==> src/design/cpuPkg.sv <==
package cpuPkg;

    // Bus and register width
    localparam int DataWidth = 32;

    // IR field positions
    localparam int OpcodeMsb = 31;
    localparam int OpcodeLsb = 27;
    localparam int RaMsb     = 26;
    localparam int RaLsb     = 23;
    localparam int RbMsb     = 22;
    localparam int RbLsb     = 19;
    localparam int RcMsb     = 18;
    localparam int RcLsb     = 15;
    localparam int CMsb      = 18;
    localparam int CLsb      = 0;
    localparam int CondMsb   = 20;  // Branch type sits inside the Rb field
    localparam int CondLsb   = 19;

    // ALU operations, coded as the opcode field
    typedef enum logic [4:0] {
        add   = 5'b00011,
        sub   = 5'b00100,
        andOp = 5'b00101,
        orOp  = 5'b00110,
        ror   = 5'b00111,
        rol   = 5'b01000,
        shr   = 5'b01001,
        shra  = 5'b01010,
        shl   = 5'b01011,
        div   = 5'b01111,
        mul   = 5'b10000,
        neg   = 5'b10001,
        notOp = 5'b10010
    } aluOpT;

    // Branch conditions from IR[20:19]
    typedef enum logic [1:0] {
        zr = 2'b00,  // Zero
        nz = 2'b01,  // Nonzero
        pl = 2'b10,  // Positive or zero
        mi = 2'b11   // Negative
    } condT;

endpackage

==> src/design/conFf.sv <==
module conFf import cpuPkg::*; (
    input  logic                 clk,
    input  logic                 rstN,
    input  logic                 conIn,
    input  logic [1:0]           cond,      // IR[20:19]
    input  logic [DataWidth-1:0] busData,
    output logic                 conOut
);

    condT condType;
    logic isZero;
    logic condMet;

    assign condType = condT'(cond);
    assign isZero   = (busData == '0);

    // Branch rule on the register value on the bus
    always_comb begin
        case (condType)
            zr:      condMet = isZero;
            nz:      condMet = !isZero;
            pl:      condMet = !busData[DataWidth-1];
            mi:      condMet = busData[DataWidth-1];
            default: condMet = 1'b0;
        endcase
    end

    always_ff @(posedge clk or negedge rstN) begin
        if (!rstN) begin
            conOut <= 1'b0;
        end else if (conIn) begin
            conOut <= condMet;
        end
    end

endmodule

==> config.mk <==
export PLATFORM = sky130hd
export DESIGN_NAME = conFf
export DESIGN_NICKNAME = d
export VERILOG_FILES = /design/src/design/cpuPkg.sv /design/src/design/conFf.sv
export SDC_FILE = /design/constraint.sdc
export NUM_CORES = 1
export LEC_CHECK = 0
export BUFFER_PORTS_ARGS = -buffer_cell sky130_fd_sc_hd__buf_2
export CAP_MARGIN = 30
export CORE_AREA = 2 2 39 41
export DETAILED_ROUTE_END_ITERATION = 6
export DIE_AREA = 0 0 41 43
export GPL_TIMING_DRIVEN = 0
export MAX_ROUTING_LAYER = met4
export PLACE_DENSITY_LB_ADDON = 0.1
export SETUP_SLACK_MARGIN = 0.3
export SLEW_MARGIN = 30
export SYNTH_ARGS = -nofsm -noshare
export SYNTH_HDL_FRONTEND = slang
export SYNTH_SLANG_ARGS = --single-unit
==> constraint.sdc <==
create_clock -name clk -period 1.1 [get_ports clk]
set_input_delay 0.22 -clock clk [delete_from_list [all_inputs] [get_ports clk]]
set_output_delay 0.22 -clock clk [all_outputs]
set_load 0.02 [all_outputs]
# == After elaboration in Yosys (flattened, before gate mapping) ==
# Cells that the tools add are included.
# word_totals
romBits,0
latchBits,0
out_inout_bits,1
mem_bits_rw,0
memories,0
regBits,1
# classes
n_eq_ne,3
reduce_logical,4
div_mod_pow,0
bitwise_logic,0
shifts,0
n_mul,0
order_cmp,0
n_mux,1
n_addsub,0
# ops
cell,n
logical NOT 32 bit,1
== test 2 bit (second input constant),2
case mux 1 bit (4 select lines),1
== test 2 x 1 -> 1 bit (second input constant),1
logical NOT 1 bit,2
logical NOT 2 bit,1

# == Depth between registers and ports, before layout ==
# logic_depth
ltp_word,3
mapped_depth,4
depth_no_buf,4

# == Least setup slack after synthesis ==
# Ideal clock, no wire load.
# synth_timing
path_kind,input to register
start,in busData[9]
end,reg conOut
setup_slack_ns,-0.147
cell_stages,4
path_buffers,0
arrival_time_ns,1.178
required_time_ns,1.031
path_cell_list,nor4_1 nand4_1 or4_1 nand3_1
# synth_via
elab_chain_len,3
# synth_rtl
element,line,source
"start, declared",conFf.sv:6,"input logic [DataWidth-1:0] busData,"
logical NOT 32 bit *,conFf.sv:15,assign isZero = (busData == '0);
logical NOT 1 bit,conFf.sv:21,nz: condMet = !isZero;
case mux 1 bit (4 select lines) *,conFf.sv:19,case (condType)
"end signal, assigned",conFf.sv:32,conOut <= condMet;
"end, declared",conFf.sv:7,output logic conOut
# Mark *: on every way between the ends. The rest lies on a longest branch, timed or not.
# A chain may end at the register's enable or synchronous reset.

# == Final worst setup path ==
# layout_timing
start,in busData[26]
end,reg conOut
# Same word-level chain as after synthesis.

==> results_dict.tcl <==
set metrics [dict create \
    min_period_ns 1.32 \
    synth_top_area_share_pct 19.8 \
    io_buffers 37 \
    critPathKind "primary input to register" \
    wl_per_cell_um 8.87 \
    die_y_um 43 \
    synth.distinct_cells 14 \
    synthToLayoutAreaGrowth_pct 201 \
    drv_cap 0 \
    start_kind "primary input" \
    p_per_area_nw_per_um2 379 \
    fin_crit_sh_pct 120 \
    hpwl_um 636 \
    fmax_mhz 757 \
    utilization_pct 34.3 \
    synth_edf_count 0 \
    place_ws_ns -0.295 \
    grt_pass1_wl_um 1010 \
    drtIter0Drc 2 \
    remaining_drc_errors 0 \
    cp-end-kind "register" \
    dp_cells 75 \
    drtAntennaViolNets 0 \
    die_x_um 41 \
    gp_congestion 0.676 \
    tightest_slew_ns 0.214 \
    synth_ff_type "dfrtp_1" \
    grt_pass1_vias 315 \
    syn_area_per_cell_um2 7.17 \
    hold_slack_ns 0.517 \
    top_register "conOut" \
    layout_setup_ws_ns -0.220 \
    grt_usage_pct 7.88 \
    arrival_ns 1.25 \
    largest_reg_flops 1 \
    max-slew-margin-rel_pct 85.6 \
    vdd_drop_max_uv 96.7 \
    dr.pass1.iters 4 \
    top_regs "conOut: 1 flops" \
    syn_nets 59 \
    synth_cells 22 \
    p_leak_nw 0.216 \
    path_clk_slew_ns 0 \
    antenna_found_initial 0 \
    critPathMaxFanout 2 \
    worstPathRequired_ns 1.03 \
    totalWireLength_um 683 \
    synth.most_common_cell "nor4_1" \
    synth_seq_cells 1 \
    grt-ovfl-total 0 \
    setup_tns_ns -0.220 \
    ys_seq_area_share_pct 15.9 \
    fin_cells 77 \
    pin_count 38 \
    std_cell_rows 14 \
    hold_viol 0 \
    dieArea_um2 1760 \
    fin_worst_skew_ns 0 \
    yosysTopAreaCell "nor4_1" \
    synthesis.area_um2 158 \
    core_area_um2 1380 \
    grt_max_degree 4 \
    fill_cells 144 \
    final_nets 100 \
    synthArstFlopShare_pct 100 \
    synthTopCellsByCount "5 x nor4_1, 2 x nand2b_1, 2 x nand3_1, 2 x nor2_1, 2 x nor4_2" \
    antennaDiodeCount 0 \
    start_util_pct 11.4 \
    vias 338 \
    netlist_top_cells_area "nor4_1 20%, dfrtp_1 16%, nor4_2 16%, nand2b_1 7.9%, nand3_1 6.3%" \
    drv_slew 0 \
    violations "setup timing" \
    finalSetupViolations 1 \
    drive_above_1_share_pct 77.0 \
    ys_warn_count 0 \
    clk_latency_ns 0 \
    rsz0062_at_grt "true" \
    min_path_type "register to register" \
    status "complete, but fails checks" \
    via_per_inst 4.39 \
]
==> placed cells by master (no fill, tap or decap), drive strengths merged, types with 2 or more instances in the layout <==
cell	n
nor4	7
buf	38
nor2	2
nand2b	2
nand3	2
==> path summary, 6_finish.rpt <==
| kind | start | to | slack [ns] | depth (start not counted) |
|---|---|---|---|---|
| max | busData[26] | conOut | -0.22 | 5 |
| min | conOut | conOut | 0.52 | 2 |
| max reg2reg | conOut | conOut | 0.24 | 2 |
| min reg2reg | conOut | conOut | 0.52 | 2 |
| max in group asynchronous | rstN | conOut | 0.48 | 2 |
| min in group asynchronous | rstN | conOut | 0.53 | 2 |
==> critical path, stage by stage <==
cell	delay [ns]
buf_6	0.09
nor4_4	0.25
nand3_1	0.12
or4_1	0.49
nand3_2	0.07
==> report_power, final <==
part	switching, mW	internal (mW)	total [mW]
clock network	0	0	0
registers	0.00309	0.0421	0.0452
logic	0.0545	0.0799	0.134
==> kinds of logic (layout without fill, tap and decap cells) <==
| logic type | Yosys count | after routing | share of synthesized area, % |
|---|---|---|---|
| buffers and inverters | 1 | 40 | 2.38 |
| AND/OR/NAND/NOR | 18 | 18 | 73.0 |
| flip-flops | 1 | 1 | 15.9 |
| AO/OA/AOI/OAI | 2 | 2 | 8.73 |
==> cell type report <==
type / count / area (µm²) / share of cell area (%)
repair buffers: 39 / 228 / 48.0
multi-input cells: 20 / 198 / 41.7
flip-flops and latches: 1 / 25.0 / 5.28
well taps: 16 / 20.0 / 4.22
inverters: 1 / 3.75 / 0.792
==> stage by stage <==
| step | cell area, µm² | power, mW |
|---|---|---|
| floorplan | 191 | 0.0725 |
| detailed placement | 397 | 0.155 |
| global placement | 397 | 0.153 |
| finish | 474 | 0.180 |
| CTS | 435 | 0.165 |
| global route | 474 | 0.196 |
==> layer usage <==
metal	global-route usage, %	up-vias	routed length, µm
met5	-	-	0
met4	0	0	0
met3	0	0	59
met2	17.2	19	388
met1	6.96	150	235
li1	-	169	-
==> repair_timing <==
item	in CTS	in global routing
endpoints found under the setup margin	1	1
endpoints found under the hold margin	1	0
setup buffers	1	0
cloned	0	0
pin swaps	3	7
hold buffers	1	0
gates resized for setup	3	6
Note: power is estimated with default switching activity, not from simulation.
