===== src/design/busPkg.sv =====
package busPkg;

    // General purpose registers R0 to R15
    localparam int NumRegs = 16;

    // Which unit drives the shared bus this cycle
    typedef enum logic [4:0] {
        srcNone   = 5'd0,
        srcReg    = 5'd1,
        srcPc     = 5'd2,
        srcMdr    = 5'd3,
        srcZHigh  = 5'd4,
        srcZLow   = 5'd5,
        srcHi     = 5'd6,
        srcLo     = 5'd7,
        srcInPort = 5'd8,
        srcC      = 5'd9
    } busSrcT;

endpackage


===== src/design/cpuPkg.sv =====
package cpuPkg;

    // Bus and register width
    localparam int DataWidth = 32;

    // IR field positions
    localparam int OpcodeMsb = 31;
    localparam int OpcodeLsb = 27;
    localparam int RaMsb     = 26;
    localparam int RaLsb     = 23;
    localparam int RbMsb     = 22;
    localparam int RbLsb     = 19;
    localparam int RcMsb     = 18;
    localparam int RcLsb     = 15;
    localparam int CMsb      = 18;
    localparam int CLsb      = 0;
    localparam int CondMsb   = 20;  // Branch type sits inside the Rb field
    localparam int CondLsb   = 19;

    // ALU operations, coded as the opcode field
    typedef enum logic [4:0] {
        add   = 5'b00011,
        sub   = 5'b00100,
        andOp = 5'b00101,
        orOp  = 5'b00110,
        ror   = 5'b00111,
        rol   = 5'b01000,
        shr   = 5'b01001,
        shra  = 5'b01010,
        shl   = 5'b01011,
        div   = 5'b01111,
        mul   = 5'b10000,
        neg   = 5'b10001,
        notOp = 5'b10010
    } aluOpT;

    // Branch conditions from IR[20:19]
    typedef enum logic [1:0] {
        zr = 2'b00,  // Zero
        nz = 2'b01,  // Nonzero
        pl = 2'b10,  // Positive or zero
        mi = 2'b11   // Negative
    } condT;

endpackage


===== src/design/selectEncode.sv =====
module selectEncode import cpuPkg::*, busPkg::*; (
    input  logic [DataWidth-1:0] ir,
    input  logic                 gra,
    input  logic                 grb,
    input  logic                 grc,
    input  logic                 rIn,
    input  logic                 rOut,
    input  logic                 baOut,
    output logic [NumRegs-1:0]   regLoad,
    output logic [NumRegs-1:0]   regOut,
    output logic [DataWidth-1:0] cValue
);

    localparam int FieldWidth = $clog2(NumRegs);

    logic [FieldWidth-1:0] regField;
    logic                  fieldValid;
    logic [NumRegs-1:0]    regDecoded;

    // Pick the register field named by the step
    always_comb begin
        fieldValid = gra | grb | grc;
        if (gra) begin
            regField = ir[RaMsb:RaLsb];
        end else if (grb) begin
            regField = ir[RbMsb:RbLsb];
        end else if (grc) begin
            regField = ir[RcMsb:RcLsb];
        end else begin
            regField = '0;
        end
    end

    // 4-to-16 decode
    always_comb begin
        regDecoded = '0;
        if (fieldValid) begin
            regDecoded[regField] = 1'b1;
        end
    end

    assign regLoad = regDecoded & {NumRegs{rIn}};
    assign regOut  = regDecoded & {NumRegs{rOut | baOut}};

    // Sign extend the 19-bit constant
    assign cValue = {{(DataWidth - CMsb - 1){ir[CMsb]}}, ir[CMsb:CLsb]};

endmodule


===== config.mk =====
export PLATFORM = sky130hd
export DESIGN_NAME = selectEncode
export DESIGN_NICKNAME = d
export VERILOG_FILES = /design/src/design/busPkg.sv /design/src/design/cpuPkg.sv /design/src/design/selectEncode.sv
export SDC_FILE = /design/constraint.sdc
export NUM_CORES = 1
export LEC_CHECK = 0
export ABC_AREA = 1
export ABC_CLOCK_PERIOD_IN_PS = 800
export BUFFER_PORTS_ARGS = -buffer_cell sky130_fd_sc_hd__buf_2
export CELL_PAD_IN_SITES_DETAIL_PLACEMENT = 0
export CELL_PAD_IN_SITES_GLOBAL_PLACEMENT = 2
export CORE_ASPECT_RATIO = 2
export CORE_MARGIN = 3
export CORE_UTILIZATION = 10
export DETAILED_ROUTE_END_ITERATION = 10
export PLACE_DENSITY_LB_ADDON = 0.1
export SYNTH_ARGS = -nofsm -noshare
export SYNTH_HDL_FRONTEND = slang
export SYNTH_SLANG_ARGS = --single-unit

===== constraint.sdc =====
create_clock -name vclk -period 0.8
set_input_delay 0 -clock vclk [all_inputs]
set_output_delay 0 -clock vclk [all_outputs]
set_load 0.005 [all_outputs]

### After elaboration in Yosys (flattened, before gate mapping)

Index checks and enable logic that the tools add are counted.
Widths: inputs -> output; s select.

* bits in registers: 0
* latch bits: 0
* memory bits (writable): 0
* bits in read-only memories: 0
* input port bits: 38
* word-level logic and storage cells: 14
* memories: 0

* add/sub/neg operators: 0
* multiply operators: 0
* div/mod/pow operators: 0
* magnitude comparators: 2
* equality and inequality tests: 0
* shift-type cells: 0
* multiplexer cells: 6
* bitwise operators: 5
* reduce and logical (&&, ||, !) cells: 1

Operator list (count)
* $and 16x16->16: 2
* $mux 16: 1
* $mux 4: 3
* $lt 4x5->1 const B: 1
* $demux 1 s4: 1
* $ge 4x1->1 const B: 1
* $or 1x1->1: 3
* $logic_and 1x1->1: 1
* $mux 1: 1

### Depth between registers and ports, before layout

* depth after elaboration: 9
* gate-level depth with buffers: 8
* gate-level depth less buffers: 8

### Worst setup path after synthesis

Ideal clock, no wire load.

* path kind: input to output
* start point: input port baOut
* end point: output port regOut[0]
* data arrival time: 661 ps
* required time: 800 ps
* path slack: 139 ps
* stages: 3
* buffers on the path: 1
* cell sequence: nor2_1 -> clkbuf_1 -> nor2_1

* cells in the longest elaborated chain, start to end: 2

RTL lines
* start, declared: RTL line selectEncode.sv:8 `input logic baOut,`
* $or 1x1->1: RTL line selectEncode.sv:43 `assign regOut = regDecoded & {NumRegs{rOut | baOut}};`
* $and 16x16->16: RTL line selectEncode.sv:43
* end, declared: RTL line selectEncode.sv:10 `output logic [NumRegs-1:0] regOut,`

No other way between the ends.

### Worst setup path in the final report

* start point: input port grb
* end point: output port regOut[15]

* cells in the longest elaborated chain, start to end: 8
* elaborated cells on any way between the ends: 11
* classes of those cells: order compare: 2; mux: 5; bitwise: 3; reduce/logical: 1

RTL lines
* start, declared: RTL line selectEncode.sv:4 `input logic grb,`
* $mux 4: RTL line selectEncode.sv:25 `end else if (grb) begin`
* $mux 4: RTL line selectEncode.sv:23 `if (gra) begin`
* $lt 4x5->1 (not written as such) or $ge 4x1->1 (tied branches): RTL line selectEncode.sv:38 `regDecoded[regField] = 1'b1;`
* $logic_and 1x1->1 (not written as such): RTL line selectEncode.sv:38
* $mux 1 (not written as such): RTL line selectEncode.sv:38
* $demux 1 s4: RTL line selectEncode.sv:38
* $mux 16 *: RTL line selectEncode.sv:37 `if (fieldValid) begin`
* $and 16x16->16 *: RTL line selectEncode.sv:43

Every way passes the cells marked *; elsewhere a longest branch is shown, timed or not.

==> metrics <==
vias per cell=3.40; drt first pass iters=2; Max VDD drop=0.126 mV; # IOs=102; clock share of power=0%; Syn Nets=172; Layout area overhead=71.8%; Initial Util=10.5%; Switching Fraction=56.3%; Placement Setup Slack=-318 ps; Data required, critical path=800 ps; worst hold path type=primary input to output pin; vias in the first global route=943; post-synthesis compound-gate area fraction=2.24%; outcome=complete, but fails checks; post-route ant nets=0; Worst setup SP type=primary input; CTS Hold Bufs=0; relative slew slack=82.0%; final cell count without fillers=262; Synth Area in Simple Gates=56.3%; core box area=6410 sq um; final non-filler cell area=1150 sq um; n_diodes=0; Static Leak=0.641 nW; die height=122 um; mux share of post-synthesis cell area=0%; max cap viols=0; Worst Path Max Fanout=6; Crit. Startpoint=grb; area occupied by multi-input gates=533 sq um; first-pass GRT wire length=4620 um; Die Wd=63.9 um; gpl congestion=0.740; worst setup margin=-183 ps; f_max=1020 MHz; unrepaired setup endpoints after global routing=yes; via count=892; initial antenna violation count=0; die footprint=7780 sq um; Setup crit end=regOut[15]; power per cell area=546 nW/um^2; Starting DRT DRC Count=14; crit path DAT=980 ps; hpwl dp=2530 um; Post-Route WL=2860 um; violated checks=setup timing; DR DRC count=0; Final Hold Fails=0; Syn Std Cell Area=671 sq um; fin crit share=123%; largest net degree at the start of global routing=17; Synth cell types=12; CP Class=primary input to output pin; DP Cell Count=259; WL/cell=10.9 um; total track usage=7.16%; min Tclk post-route=983 ps; sequential share of the synthesized area=0%; Comb power frac=100.0%; Port Buf Inserts=67; share of cells above drive strength 1=69.3%; crit path capture type=output pin; Adder-Cell Fraction of Synth Area=0%; Flop pwr share=0%; fill cell count=748; main combinational cell family by area after synthesis=simple AND/OR/NAND/NOR gates; FFs & Latches=0; GR Overflow Total=0; Slew Limit Fails=0; std cell rows=41; internal power=0.275 mW; Mapped Cells=134; worst slew pin tran=269 ps; Final #Nets=216; register area=0 sq um; XOR/XNOR Fraction of Synth Area=0%; hold path depth=0; Post-DP Area=911 sq um; sw power=0.355 mW; syn avg cell area=5.00 sq um; Synth Warn #=0; Setup-failing EPs final=32; # clk buffers=0
==> worst max-delay path, cell delays in order <==
cell and delay [ps]:
buf_12 120, inv_8 60, nand3_2 60, nand2_2 80, nand2_4 70, buf_12 130, nor2_4 170, nand2_2 90
nor2_2 100, buf_2 110
==> layout make-up <==
class | instances | share of cell area (%)
inverters | 8 | 4.56
multi-input cells | 92 | 46.3
well taps | 86 | 9.34
repair buffers | 76 | 39.8
==> stage by stage <==
| stage | power, mW | hold slack (ps) | TNS [ps] | util (%) |
|---|---|---|---|---|
| CTS | 0.639 | 0.0346 | -5300 | 17.7 |
| global placement | 0.483 | 0.0346 | -8500 | 14.2 |
| finish | 0.630 | 0.00175 | -4360 | 18.0 |
| detailed placement | 0.476 | 0.0346 | -8190 | 14.2 |
| floorplan | 0.352 | 80.8 | 0 | - |
| global route | 0.698 | 0.0163 | -7480 | 18.0 |
==> cells by family (layout without fill, tap and decap cells) <==
family	Yosys count	after routing
simple gates	89	89
buf+inv	42	84
compound gates	3	3
==> cell usage in the layout, fill, tap and decap left out <==
master	count
clkinv_8	1
nor2_1	35
inv_2	1
buf_6	3
nand2_2	22
inv_8	1
inv_4	1
nand2_4	2
nand3_2	2
a21oi_1	1
nor2_4	7
or2_2	2
nand3_1	1
buf_4	6
nand2_1	13
inv_1	4
buf_2	64
nand3_4	2
nor2_2	3
a21oi_2	2
buf_12	3
==> metal layers <==
layer	track usage (%)	vias up	routed length, um
li1	-	455	-
met1	6.95	373	939
met2	15.5	62	1650
met3	1.29	2	266
met4	0.271	0	4
met5	0	-	0
==> power by group through the flow <==
stage,logic (mW),clock network (mW),registers [mW]
floorplan,0.352,0,0
global placement,0.483,0,0
detailed placement,0.476,0,0
CTS,0.639,0,0
global route,0.698,0,0
finish,0.630,0,0
==> how the worst min path moves through the flow <==
| stage | slack [ps] | from | endpoint |
|---|---|---|---|
| 3_5_place_dp | 0.03 | ir[13] | cValue[13] |
| 6_report | 0.002 | ir[8] | cValue[8] |
| 5_1_grt | 0.02 | ir[4] | cValue[4] |
| 3_3_place_gp | 0.03 | ir[13] | cValue[13] |
| 2_1_floorplan | 80 | ir[0] | cValue[0] |
| 4_1_cts | 0.03 | ir[13] | cValue[13] |
==> synth_stat cells, drive strengths merged <==
master,number,area [sq um]
nor2,45,194
nand2,37,146
buf,32,240
inv,8,30.0
nand3,5,25.0
a21oi,3,15.0
clkbuf,2,7.51
or2,2,12.5
==> timing repair <==
action	4_1_cts	5_1_grt
setup endpoints to repair	32	32
endpoints found under the hold margin	0	0
resized for setup	57	6
pin swaps	16	13
setup buffers	3	0
Note: power is estimated with default switching activity, not from simulation.
