--- src/design/busPkg.sv ---
package busPkg;

    // General purpose registers R0 to R15
    localparam int NumRegs = 16;

    // Which unit drives the shared bus this cycle
    typedef enum logic [4:0] {
        srcNone   = 5'd0,
        srcReg    = 5'd1,
        srcPc     = 5'd2,
        srcMdr    = 5'd3,
        srcZHigh  = 5'd4,
        srcZLow   = 5'd5,
        srcHi     = 5'd6,
        srcLo     = 5'd7,
        srcInPort = 5'd8,
        srcC      = 5'd9
    } busSrcT;

endpackage

--- src/design/cpuPkg.sv ---
package cpuPkg;

    // Bus and register width
    localparam int DataWidth = 32;

    // IR field positions
    localparam int OpcodeMsb = 31;
    localparam int OpcodeLsb = 27;
    localparam int RaMsb     = 26;
    localparam int RaLsb     = 23;
    localparam int RbMsb     = 22;
    localparam int RbLsb     = 19;
    localparam int RcMsb     = 18;
    localparam int RcLsb     = 15;
    localparam int CMsb      = 18;
    localparam int CLsb      = 0;
    localparam int CondMsb   = 20;  // Branch type sits inside the Rb field
    localparam int CondLsb   = 19;

    // ALU operations, coded as the opcode field
    typedef enum logic [4:0] {
        add   = 5'b00011,
        sub   = 5'b00100,
        andOp = 5'b00101,
        orOp  = 5'b00110,
        ror   = 5'b00111,
        rol   = 5'b01000,
        shr   = 5'b01001,
        shra  = 5'b01010,
        shl   = 5'b01011,
        div   = 5'b01111,
        mul   = 5'b10000,
        neg   = 5'b10001,
        notOp = 5'b10010
    } aluOpT;

    // Branch conditions from IR[20:19]
    typedef enum logic [1:0] {
        zr = 2'b00,  // Zero
        nz = 2'b01,  // Nonzero
        pl = 2'b10,  // Positive or zero
        mi = 2'b11   // Negative
    } condT;

endpackage

--- src/design/regFile.sv ---
module regFile import cpuPkg::*, busPkg::*; (
    input  logic                 clk,
    input  logic                 rstN,
    input  logic [DataWidth-1:0] busData,
    input  logic [NumRegs-1:0]   regLoad,
    input  logic [NumRegs-1:0]   regOut,
    input  logic                 baOut,
    output logic [DataWidth-1:0] regData
);

    logic [DataWidth-1:0] regs [NumRegs];

    // Each register loads from the bus on its own enable
    always_ff @(posedge clk or negedge rstN) begin
        if (!rstN) begin
            for (int i = 0; i < NumRegs; i++) begin
                regs[i] <= '0;
            end
        end else begin
            for (int i = 0; i < NumRegs; i++) begin
                if (regLoad[i]) begin
                    regs[i] <= busData;
                end
            end
        end
    end

    // One-hot read, OR of the selected registers
    always_comb begin
        regData = '0;
        for (int i = 0; i < NumRegs; i++) begin
            if (regOut[i]) begin
                regData = regData | regs[i];
            end
        end
        // Base addressing treats R0 as zero
        if (baOut && regOut[0]) begin
            regData = '0;
        end
    end

endmodule

--- config.mk ---
export PLATFORM = sky130hd
export DESIGN_NAME = regFile
export DESIGN_NICKNAME = d
export VERILOG_FILES = /design/src/design/busPkg.sv /design/src/design/cpuPkg.sv /design/src/design/regFile.sv
export SDC_FILE = /design/constraint.sdc
export NUM_CORES = 1
export LEC_CHECK = 0
export BUFFER_PORTS_ARGS = -buffer_cell sky130_fd_sc_hd__buf_2
export CAP_MARGIN = 40
export CORE_UTILIZATION = 35
export CTS_CLUSTER_SIZE = 10
export DETAILED_ROUTE_END_ITERATION = 16
export HOLD_SLACK_MARGIN = 0.05
export PLACE_DENSITY = 0.49
export RECOVER_POWER = 100
export SYNTH_ARGS = -nofsm -noshare
export SYNTH_HDL_FRONTEND = slang
export SYNTH_SLANG_ARGS = --single-unit
--- constraint.sdc ---
create_clock -name clk -period 1.6 [get_ports clk]
set_clock_uncertainty 0.2 [all_clocks]
set_input_delay 0.24 -clock clk [delete_from_list [all_inputs] [get_ports clk]]
set_output_delay 0.24 -clock clk [all_outputs]
set_load 0.01 [all_outputs]
# == Yosys cells after proc, flatten, opt, wreduce, memory -nomap -nowiden ==
# Cells that the tools add are included.
# totals
output_inout_bits,32
input_bits,67
rom_bits,0
memories,0
latch_bits,0
mem_bits_rw,0
wordCells,49
register_bits,512
# op_classes
addsub,0
mux,17
reduce_logical,1
multipliers,0
order_cmp,0
div,0
shifts,0
n_eq_ne,0
bitwise_logic,15
# op_table
op,count
32-bit two-way mux,17
32-bit OR,15
1-bit logical AND,1

# == Depth between registers and ports, before layout ==
# logic_depth
depth_word,32
ltp_mapped,5
mapped_depth_nobuf,4

# == Worst setup path after synthesis ==
# Ideal clock, no wire load.
# synth_path
path_kind,register -> output
startpoint,register regs[288] in the netlist's numbering
endpoint,output regData[0]
arrival_time_ps,1049
n_path_buf,0
path_stages_with_launch,5
slack_ps,111
cell_sequence,dfrtp_1 -> a22o_2 -> a221oi_1 -> and3_1 -> a31oi_1
# synth_between
elab_chain_len,21
# synth_lines
item,line,source
"start, declared",regFile.sv:11,logic [DataWidth-1:0] regs [NumRegs];
"start signal, assigned by index",regFile.sv:22,regs[i] <= busData;
32-bit OR (*),regFile.sv:33,regData = regData | regs[i];
32-bit two-way mux (*),regFile.sv:32,if (regOut[i]) begin
32-bit OR,regFile.sv:33,
32-bit two-way mux (*),regFile.sv:32,
32-bit OR,regFile.sv:33,
32-bit two-way mux (*),regFile.sv:32,
32-bit OR,regFile.sv:33,
32-bit two-way mux (*),regFile.sv:32,
[... 5 more ...],n/a,
32-bit two-way mux (*),regFile.sv:32,
32-bit OR,regFile.sv:33,
32-bit two-way mux (*),regFile.sv:32,
32-bit OR,regFile.sv:33,
32-bit two-way mux (*),regFile.sv:32,
32-bit OR,regFile.sv:33,
32-bit two-way mux (*),regFile.sv:32,
32-bit two-way mux (*),regFile.sv:37,if (baOut && regOut[0]) begin
"end, declared",regFile.sv:8,output logic [DataWidth-1:0] regData
# Mark *: on every way between the ends. The rest lies on a longest branch, timed or not.

# == Worst setup path after layout ==
# layout_path
startpoint,register regs[319] in the netlist's numbering
endpoint,output regData[31]
# Same word-level chain as after synthesis.

==> impl_metrics.json <==
{
  "outcome": "finished, violations left",
  "violations": "negative setup slack",
  "root_buffer": "clkbuf_16",
  "final_cell_count_no_fill": 2545,
  "largest_register_ffs": 512,
  "dieArea_mm2": 0.0640,
  "core_mm2": 0.0619,
  "ir_worst_vdd_mv": 0.800,
  "firstDrtPassIters": 4,
  "ys_seq_elements": 512,
  "worstPathArrival_ns": 1.92,
  "grtUsageTotal": 0.209,
  "dp_cells": 2401,
  "yosysSeqAreaShare": 0.581,
  "syn_area_mm2": 0.0220,
  "yosysWarningCount": 0,
  "worstSkewPairLatency_ns": 0.60,
  "vias": 14100,
  "die_h_um": 253,
  "rr_worst_depth": 2,
  "relSlewSlack": 0.501,
  "whs_ns": 0.288,
  "yosysUniqueCellTypes": 17,
  "top_register": "regs",
  "tritoncts": "built",
  "postRouteAntennaNets": 0,
  "tns_ns": -24.77,
  "path_cells": "a22o_2 > a221oi_2 > and3_4 > a31oi_4 > buf_6",
  "period_needed_ns": 2.36,
  "power_switching_mw": 7.94,
  "synth_flop_cell": "dfrtp_1",
  "worstHoldPathType": "reg -> reg",
  "nFillCells": 5696,
  "p_seq_frac": 0.478,
  "place_ws_ns": -0.430,
  "p_clk_frac": 0.382,
  "port_buffers": 98,
  "finalWirelength_um": 65500,
  "post-route-drc-count": 0,
  "vias_per_cell": 5.52,
  "cp.required_ns": 1.16,
  "clk_path_buf_depth": 3,
  "die_w_um": 253,
  "postPlaceCellArea_mm2": 0.0247,
  "p_leak_nw": 11.2,
  "row_count": 91,
  "clock.fmax_mhz": 424,
  "routedWlPerCell_um": 25.8,
  "cts.sinks": 512,
  "worst_pin_slew_ns": 0.749,
  "hold_depth": 1,
  "slowest_stage": "dfrtp_1",
  "io_pins": 99,
  "drtIter0Drc": 764,
  "synthesis.nets": 1561,
  "antenna_found_initial": 2,
  "critPathMaxStageDelay_ns": 0.38,
  "p_int_mw": 23.4,
  "setup_viol_count_final": 87,
  "synthTopCellsByCount": "dfrtp_1 (512), mux2_2 (474), a22o_1 (94), clkbuf_1 (71)",
  "yosysTopAreaCell": "dfrtp_1",
  "nNetsFinal": 1754,
  "cp_max_fo": 2,
  "post-route-period-util": 1.47,
  "synth.avg_cell_area_um2": 14.8,
  "drive_gt1_frac": 0.487,
  "numCtsBuffers": 59,
  "rsz0062_at_grt": "true",
  "syn_to_final_growth_pct": 21.9,
  "grt_pass1_vias": 15100,
  "grt_max_degree": 72,
  "synthMostInstantiatedCell": "dfrtp_1",
  "final_core_util": 0.434,
  "gp_congestion": 0.760,
  "synth.area.top_cells": "dfrtp_1 (58%), mux2_2 (24%), a22o_1 (3.7%)",
  "async_flop_share": 1.00,
  "syn_inst": 1494,
  "synth_edf_count": 0,
  "yosysTopAreaCellShare": 0.581,
  "swShare": 0.254,
  "endpoint_kind": "primary output",
  "diodes": 0,
  "layout_setup_ws_ns": -0.759,
  "total_power_mw": 31.3,
  "hold_violations": 0,
  "htree_num_levels": 2,
  "power_density_mw_per_mm2": 1170,
  "pwr-share-comb": 0.140,
  "final_area_mm2": 0.0269,
  "cp-start-kind": "register",
  "hpwl_um": 42400,
  "clkTransAtPathRegs_ns": 0.06,
  "top_regs": "regs (512)",
  "initial_utilization": 0.356,
  "worst-setup-path-type": "reg -> out",
  "grt_pass1_wl_um": 99300,
  "grt_overflow_total": 0,
  "slew_viol_final": 0,
  "cap_violations": 0
}
per-layer routing:
metal,global-route usage,vias to the layer above,wire length (um)
met4,0.0722,4,1960
met2,0.351,307,32000
met5,0,-,25
li1,-,6036,-
met3,0.0269,137,2520
met1,0.277,7569,29000
power by group through the flow:
stage / registers, mW / clock network, mW / logic (mW)
finish: 15.0 / 12.0 / 4.37
floorplan: 15.0 / 0 / 2.54
global placement: 15.1 / 0 / 4.18
detailed placement: 15.2 / 0 / 4.26
CTS: 15.0 / 12.3 / 4.53
global route: 15.1 / 12.9 / 4.72
logic make-up after synthesis:
| group | count (synthesis) | share of synthesized area |
|---|---|---|
| multiplexers | 512 | 0.262 |
| buffers and inverters | 149 | 0.0321 |
| AND/OR/NAND/NOR | 33 | 0.00937 |
| AO/OA/AOI/OAI | 288 | 0.116 |
| flip-flops | 512 | 0.581 |
worst max-delay path, delay by kind of cell, from the launching register on:
family,cells,cell delay (ns)
simple gates,1,0.23
compound gates,3,0.55
flops,1,0.38
buf+inv,1,0.16
cell type report:
type,instances,area (um^2),area share
well taps,837,1050,0.0390
flip-flops and latches,512,12800,0.477
repair buffers,281,2500,0.0932
clock buffers,78,1610,0.0599
multi-input cells,833,8860,0.330
clock inverters,4,35.0,0.00130
final timing paths:
| path | start | end | slack (ns) |
|---|---|---|---|
| hold reg to reg | regs[3] | regs[3] | 0.29 |
| max in group asynchronous | rstN | regs[507] | 0.02 |
| setup reg to reg | regs[156] | regs[156] | 0.06 |
| setup / recovery | regs[319] | regData[31] | -0.76 |
| min in group asynchronous | rstN | regs[285] | 0.40 |
| hold / removal | regs[3] | regs[3] | 0.29 |
timing repair:
action                                  in CTS  in global routing
endpoints found under the setup margin      32                 37
pin swaps                                   73                 31
endpoints found under the hold margin     1024                 39
hold buffers                                55                  3
buffers inserted                             2                  3
gates resized for setup                     50                 17
gates cloned                                 0                  1
cells in the final DEF, fill, tap and decap left out, types with 22 or more instances in the layout:
cell type      count
buf_2             75
mux2_1            38
mux2_2           474
dfrtp_1          512
buf_12            39
a22o_1            94
a221oi_1          45
buf_4             49
a221oi_2          51
and3_1            22
clkbuf_16         60
a22oi_1           64
clkbuf_1          28
dlygate4sd3_1     56
Power figures use the tool's default switching activity.
