## src/design/busPkg.sv

```systemverilog
package busPkg;

    // General purpose registers R0 to R15
    localparam int NumRegs = 16;

    // Which unit drives the shared bus this cycle
    typedef enum logic [4:0] {
        srcNone   = 5'd0,
        srcReg    = 5'd1,
        srcPc     = 5'd2,
        srcMdr    = 5'd3,
        srcZHigh  = 5'd4,
        srcZLow   = 5'd5,
        srcHi     = 5'd6,
        srcLo     = 5'd7,
        srcInPort = 5'd8,
        srcC      = 5'd9
    } busSrcT;

endpackage

```

## src/design/cpuPkg.sv

```systemverilog
package cpuPkg;

    // Bus and register width
    localparam int DataWidth = 32;

    // IR field positions
    localparam int OpcodeMsb = 31;
    localparam int OpcodeLsb = 27;
    localparam int RaMsb     = 26;
    localparam int RaLsb     = 23;
    localparam int RbMsb     = 22;
    localparam int RbLsb     = 19;
    localparam int RcMsb     = 18;
    localparam int RcLsb     = 15;
    localparam int CMsb      = 18;
    localparam int CLsb      = 0;
    localparam int CondMsb   = 20;  // Branch type sits inside the Rb field
    localparam int CondLsb   = 19;

    // ALU operations, coded as the opcode field
    typedef enum logic [4:0] {
        add   = 5'b00011,
        sub   = 5'b00100,
        andOp = 5'b00101,
        orOp  = 5'b00110,
        ror   = 5'b00111,
        rol   = 5'b01000,
        shr   = 5'b01001,
        shra  = 5'b01010,
        shl   = 5'b01011,
        div   = 5'b01111,
        mul   = 5'b10000,
        neg   = 5'b10001,
        notOp = 5'b10010
    } aluOpT;

    // Branch conditions from IR[20:19]
    typedef enum logic [1:0] {
        zr = 2'b00,  // Zero
        nz = 2'b01,  // Nonzero
        pl = 2'b10,  // Positive or zero
        mi = 2'b11   // Negative
    } condT;

endpackage

```

## src/design/busMux.sv

```systemverilog
module busMux import cpuPkg::*, busPkg::*; (
    input  logic                 pcOut,
    input  logic                 zHighOut,
    input  logic                 zLowOut,
    input  logic                 hiOut,
    input  logic                 loOut,
    input  logic                 mdrOut,
    input  logic                 inPortOut,
    input  logic                 cOut,
    input  logic                 regSel,     // Some register drives out
    input  logic [DataWidth-1:0] regData,
    input  logic [DataWidth-1:0] pc,
    input  logic [DataWidth-1:0] mdr,
    input  logic [DataWidth-1:0] zHigh,
    input  logic [DataWidth-1:0] zLow,
    input  logic [DataWidth-1:0] hi,
    input  logic [DataWidth-1:0] lo,
    input  logic [DataWidth-1:0] inPort,
    input  logic [DataWidth-1:0] cValue,
    output logic [DataWidth-1:0] busData
);

    busSrcT busSrc;

    // Strobe encoder, only one should be active
    always_comb begin
        if      (regSel)    busSrc = srcReg;
        else if (pcOut)     busSrc = srcPc;
        else if (mdrOut)    busSrc = srcMdr;
        else if (zHighOut)  busSrc = srcZHigh;
        else if (zLowOut)   busSrc = srcZLow;
        else if (hiOut)     busSrc = srcHi;
        else if (loOut)     busSrc = srcLo;
        else if (inPortOut) busSrc = srcInPort;
        else if (cOut)      busSrc = srcC;
        else                busSrc = srcNone;
    end

    always_comb begin
        case (busSrc)
            srcReg:    busData = regData;
            srcPc:     busData = pc;
            srcMdr:    busData = mdr;
            srcZHigh:  busData = zHigh;
            srcZLow:   busData = zLow;
            srcHi:     busData = hi;
            srcLo:     busData = lo;
            srcInPort: busData = inPort;
            srcC:      busData = cValue;
            default:   busData = '0;  // Idle bus reads zero
        endcase
    end

endmodule

```

## config.mk

```make
export PLATFORM = sky130hd
export DESIGN_NAME = busMux
export DESIGN_NICKNAME = d
export VERILOG_FILES = /design/src/design/busPkg.sv /design/src/design/cpuPkg.sv /design/src/design/busMux.sv
export SDC_FILE = /design/constraint.sdc
export NUM_CORES = 1
export LEC_CHECK = 0
export ABC_AREA = 1
export BUFFER_PORTS_ARGS = -buffer_cell sky130_fd_sc_hd__buf_2
export CAP_MARGIN = 20
export CORE_AREA = 2 2 129 131
export DETAILED_ROUTE_END_ITERATION = 7
export DIE_AREA = 0 0 131 133
export GPL_ROUTABILITY_DRIVEN = 0
export PLACE_DENSITY = 0.56
export SYNTH_ARGS = -nofsm -noshare
export SYNTH_HDL_FRONTEND = slang
export SYNTH_SLANG_ARGS = --single-unit
```

## constraint.sdc

```tcl
create_clock -name vclk -period 1.9
set_input_delay 0.19 -clock vclk [all_inputs]
set_output_delay 0.19 -clock vclk [all_outputs]
set_load 0.02 [all_outputs]
```

# Word level (Yosys, flattened, before mapping)
# Index checks and enable logic that the tools add are counted.
# op_classes
n_mux,10
n_eq_ne,9
# ops
operator,count
32-bit one-hot mux with 9 select lines,1
4-bit two-way mux,9
"5-bit by 3-bit equality test with 1-bit output, second input constant",4
"5-bit by 2-bit equality test with 1-bit output, second input constant",2
"5-bit by 4-bit equality test with 1-bit output, second input constant",2
"5-bit by 1-bit equality test with 1-bit output, second input constant",1
# word_totals
out_inout_bits,32
input_bits,297
ff_bits,0
elab_cells,19

# Logic depth before layout (Yosys ltp)
# depth
depth_word,11
depth_mapped,16
ltp_nobuf,14

# Least setup slack after synthesis
# OpenSTA, ideal clock, no wires.
# synth_timing
path_kind,input to output
startpoint,in zLowOut
endpoint,out busData[14]
path_slack_ps,282
required_time_ps,1710
path_buffers,2
t_arrival_ps,1428
cell_stages,10
path_cell_list,nor2_1 > o21ai_1 > a21oi_4 > inv_2 > buf_4 > buf_2 > nand4_1 > nand2_1 > nor2_1 > nand3_1
# synth_between
elab_chain_len,7
elab_cells_between_ends,15
cone_classes,9 x eq/ne; 6 x mux
# synth_lines
element,line,rtl
start: declaration,busMux.sv:4,"input logic zLowOut,"
4-bit two-way mux *,busMux.sv:31,else if (zLowOut) busSrc = srcZLow;
4-bit two-way mux *,busMux.sv:30,else if (zHighOut) busSrc = srcZHigh;
4-bit two-way mux *,busMux.sv:29,else if (mdrOut) busSrc = srcMdr;
4-bit two-way mux *,busMux.sv:28,else if (pcOut) busSrc = srcPc;
4-bit two-way mux *,busMux.sv:27,if (regSel) busSrc = srcReg;
5-bit by 4-bit equality test with 1-bit output (tied with other cells),busMux.sv:40,case (busSrc)
32-bit one-hot mux with 9 select lines *,busMux.sv:40,
end: declaration,busMux.sv:20,output logic [DataWidth-1:0] busData
# Mark *: on every way between the ends. The rest lies on a longest branch, timed or not.

# Worst setup path in the final report
# layout_timing
startpoint,in zLowOut
endpoint,out busData[18]
# Same word-level chain as after synthesis.

==> out/qor.csv <==
metric,value,unit
yosys.area.top_type_share,23.3,%
post_synth_num_cell_types,23,
synth.avg_cell_area,4.42,µm²
sw_frac_of_total,49.7,%
hold_violations,0,
seq_area,0,µm²
worst_slew_margin_rel,83.7,%
max_clock_freq,486,MHz
worstHoldEndpoint,busData[7],
timing.final.max_slew_violations,0,
boundaryPins,329,
grt_pass1_vias,5970,
slowest_stage,a21oi_4,
grtUsageTotal,22.8,%
critical_path.top_delay_family,buffers and inverters,
met1Wirelength,8.66,mm
cp_slowest_stage_delay,230,ps
setup_viol,32,
final_layout_size_suffix_gt1_share,49.8,%
synth.area.top_cells,"nor2_1 23%, inv_1 18%, nand2_1 17%",
seq_cell_count,0,
ys_warn_count,0,
grt_start_max_net_pins,21,
netlist.top_cell.by_area,nor2_1,
hold_path.startpoint,regData[7],
drt_pass1_iterations,5,
postPlaceCellArea,0.00568,mm²
port-buffer-count,329,
wl_per_cell,15.9,µm
synth_cell_count_leaders,"207 x nor2_1, 158 x inv_1, 153 x nand2_1",
antenna-diode-count,0,
filler_cell_count,1787,
run_status,finished with violations,
die_h,133,µm
worst_slack_on_hold_paths,747,ps
min_delay_path_depth,6,
overflow,0,
worstSetupStartpointType,input pin,
starting_density,20.6,%
placementRows,47,
finalCriticalPeriod,2060,ps
finalInstanceArea,0.00713,mm²
fp.coreArea,0.0162,mm²
power-per-cell-area,222,mW/mm²
violations_in_the_final_reports,negative setup slack,
synthToLayoutAreaGrowth,114,%
detailedRoute.firstIterationViolations,291,
preCtsSetupSlack,-245,ps
routed_wirelength,21.9,mm
detailedPlacementHpwl,16.7,mm
timing.critical_path.cells,buf_8 > nor2_4 > o21ai_2 > a21oi_4 > buf_6 > nand4_4 > buf_12 > buf_8 > nor2_4 > nor2_2 > nand2_1 > nor2_1 > nand2_1 > buf_6,
syn-instance-count,753,
vias_per_cell,4.53,
power.share.clock,0,%
switching_power,0.000788,W
synth_nets,1050,
rsz_0062_raised_after_global_routing,yes,
die-width,131,µm
final_cell_count_no_fill,1374,
endpoint_kind,output pin,
synth.yosys.seq_area_share,0,%
post-place-cells,1331,
worst_pin_slew,244,ps
post-route-period-util,108,%
global_route_wire_length_before_repair,30.7,mm
min_path_type,in -> out,
pwr-share-comb,100.0,%
final.setup.worst_slack,-160,ps
timing.max_cap.violations,0,
number_of_antenna_violations_at_the_first_check_in_global_routing,0,
share_seq_of_total_power,0,%
via_count,6225,
power.internal,0.000798,W
routed-wl-met2,11.0,mm
total_power,0.00159,W
worstPathBufferInverterCount,5,
antenna_left,0,
clkbuf_count,0,
worstPathArrival,1870,ps
finalNetCount,1453,
postCtsHoldBufs,0,
ir_worst_vdd,0.110,mV
yosys.cell_count.top_type,nor2_1,
critical_path_required,1710,ps
drc,0,
mappedNetlistArea,0.00333,mm²
die_area,0.0174,mm²
met3_length,1.52,mm
path_max_fanout,5,
total_leakage_power,4.37,nW
maxUsedRoutingLayer,met4,
timing_worst_setup_path_type,in -> out,
==> timing repair <==
action | 4_1_cts | 5_1_grt
resized for setup | 192 | 83
cloned | 10 | 2
endpoints found under the setup margin | 32 | 32
pin swaps | 60 | 48
buffers inserted | 29 | 5
==> cell type report <==
class	instances	area (µm²)	area share (%)
Timing Repair Buffer	452	3320	46.5
Multi-Input combinational cell	543	2930	41.1
Inverter	159	612	8.58
Tap cell	220	275	3.86
==> power by group through the flow <==
stage | clock network (W) | registers, W | logic (W)
finish | 0 | 0 | 0.00159
global placement | 0 | 0 | 0.00116
detailed placement | 0 | 0 | 0.00116
CTS | 0 | 0 | 0.00153
global route | 0 | 0 | 0.00171
floorplan | 0 | 0 | 0.000527
==> cell families after synthesis <==
logic type,after synthesis,synth area share (%)
AND/OR/NAND/NOR,517,69.3
buffers and inverters,210,26.2
AO/OA/AOI/OAI,26,4.47
==> worst max-delay path by stage <==
stage	to	start	cells after the start
CTS	busData[20]	loOut	17
detailed placement	busData[25]	loOut	16
global route	busData[18]	zLowOut	14
floorplan	busData[14]	zLowOut	10
global placement	busData[25]	loOut	16
finish	busData[18]	zLowOut	14
==> per-layer routing <==
| layer | vias up | global-route usage (%) |
|---|---|---|
| li1 | 3131 | - |
| met1 | 2733 | 27.0 |
| met2 | 317 | 42.9 |
| met3 | 44 | 2.43 |
| met4 | 0 | 5.91 |
| met5 | - | 0 |
==> stage by stage <==
| stage | util, % | TNS [ps] |
|---|---|---|
| final | 44.1 | -2250 |
| after global routing | 44.1 | -5200 |
| after CTS | 42.3 | -2080 |
| after detailed placement | 35.1 | -4980 |
| after global placement | 35.1 | -3970 |
| after floorplan | - | 0 |
==> placed cells by master, fill, tap and decap left out <==
cell          n
buf_2       292
inv_1       153
nor2_1      153
nand2_1     120
nand4_1      81
buf_6        67
buf_4        64
nand3_1      50
nor2_2       38
nand2_2      31
nor2_4       18
nand3_2      13
buf_12       13
o21ai_1       9
o21ai_0       9
buf_8         7
o21ai_2       3
inv_4         3
nand4_4       3
nand3_4       3
o21a_1        3
bufbuf_16     3
clkbuf_16     3
buf_16        3
nand2_4       2
clkinvlp_4    2
nand2_8       2
a21oi_4       1
nor3_4        1
and2_4        1
or2_1         1
o21ai_4       1
inv_2         1
(Power assumes the default switching activity.)
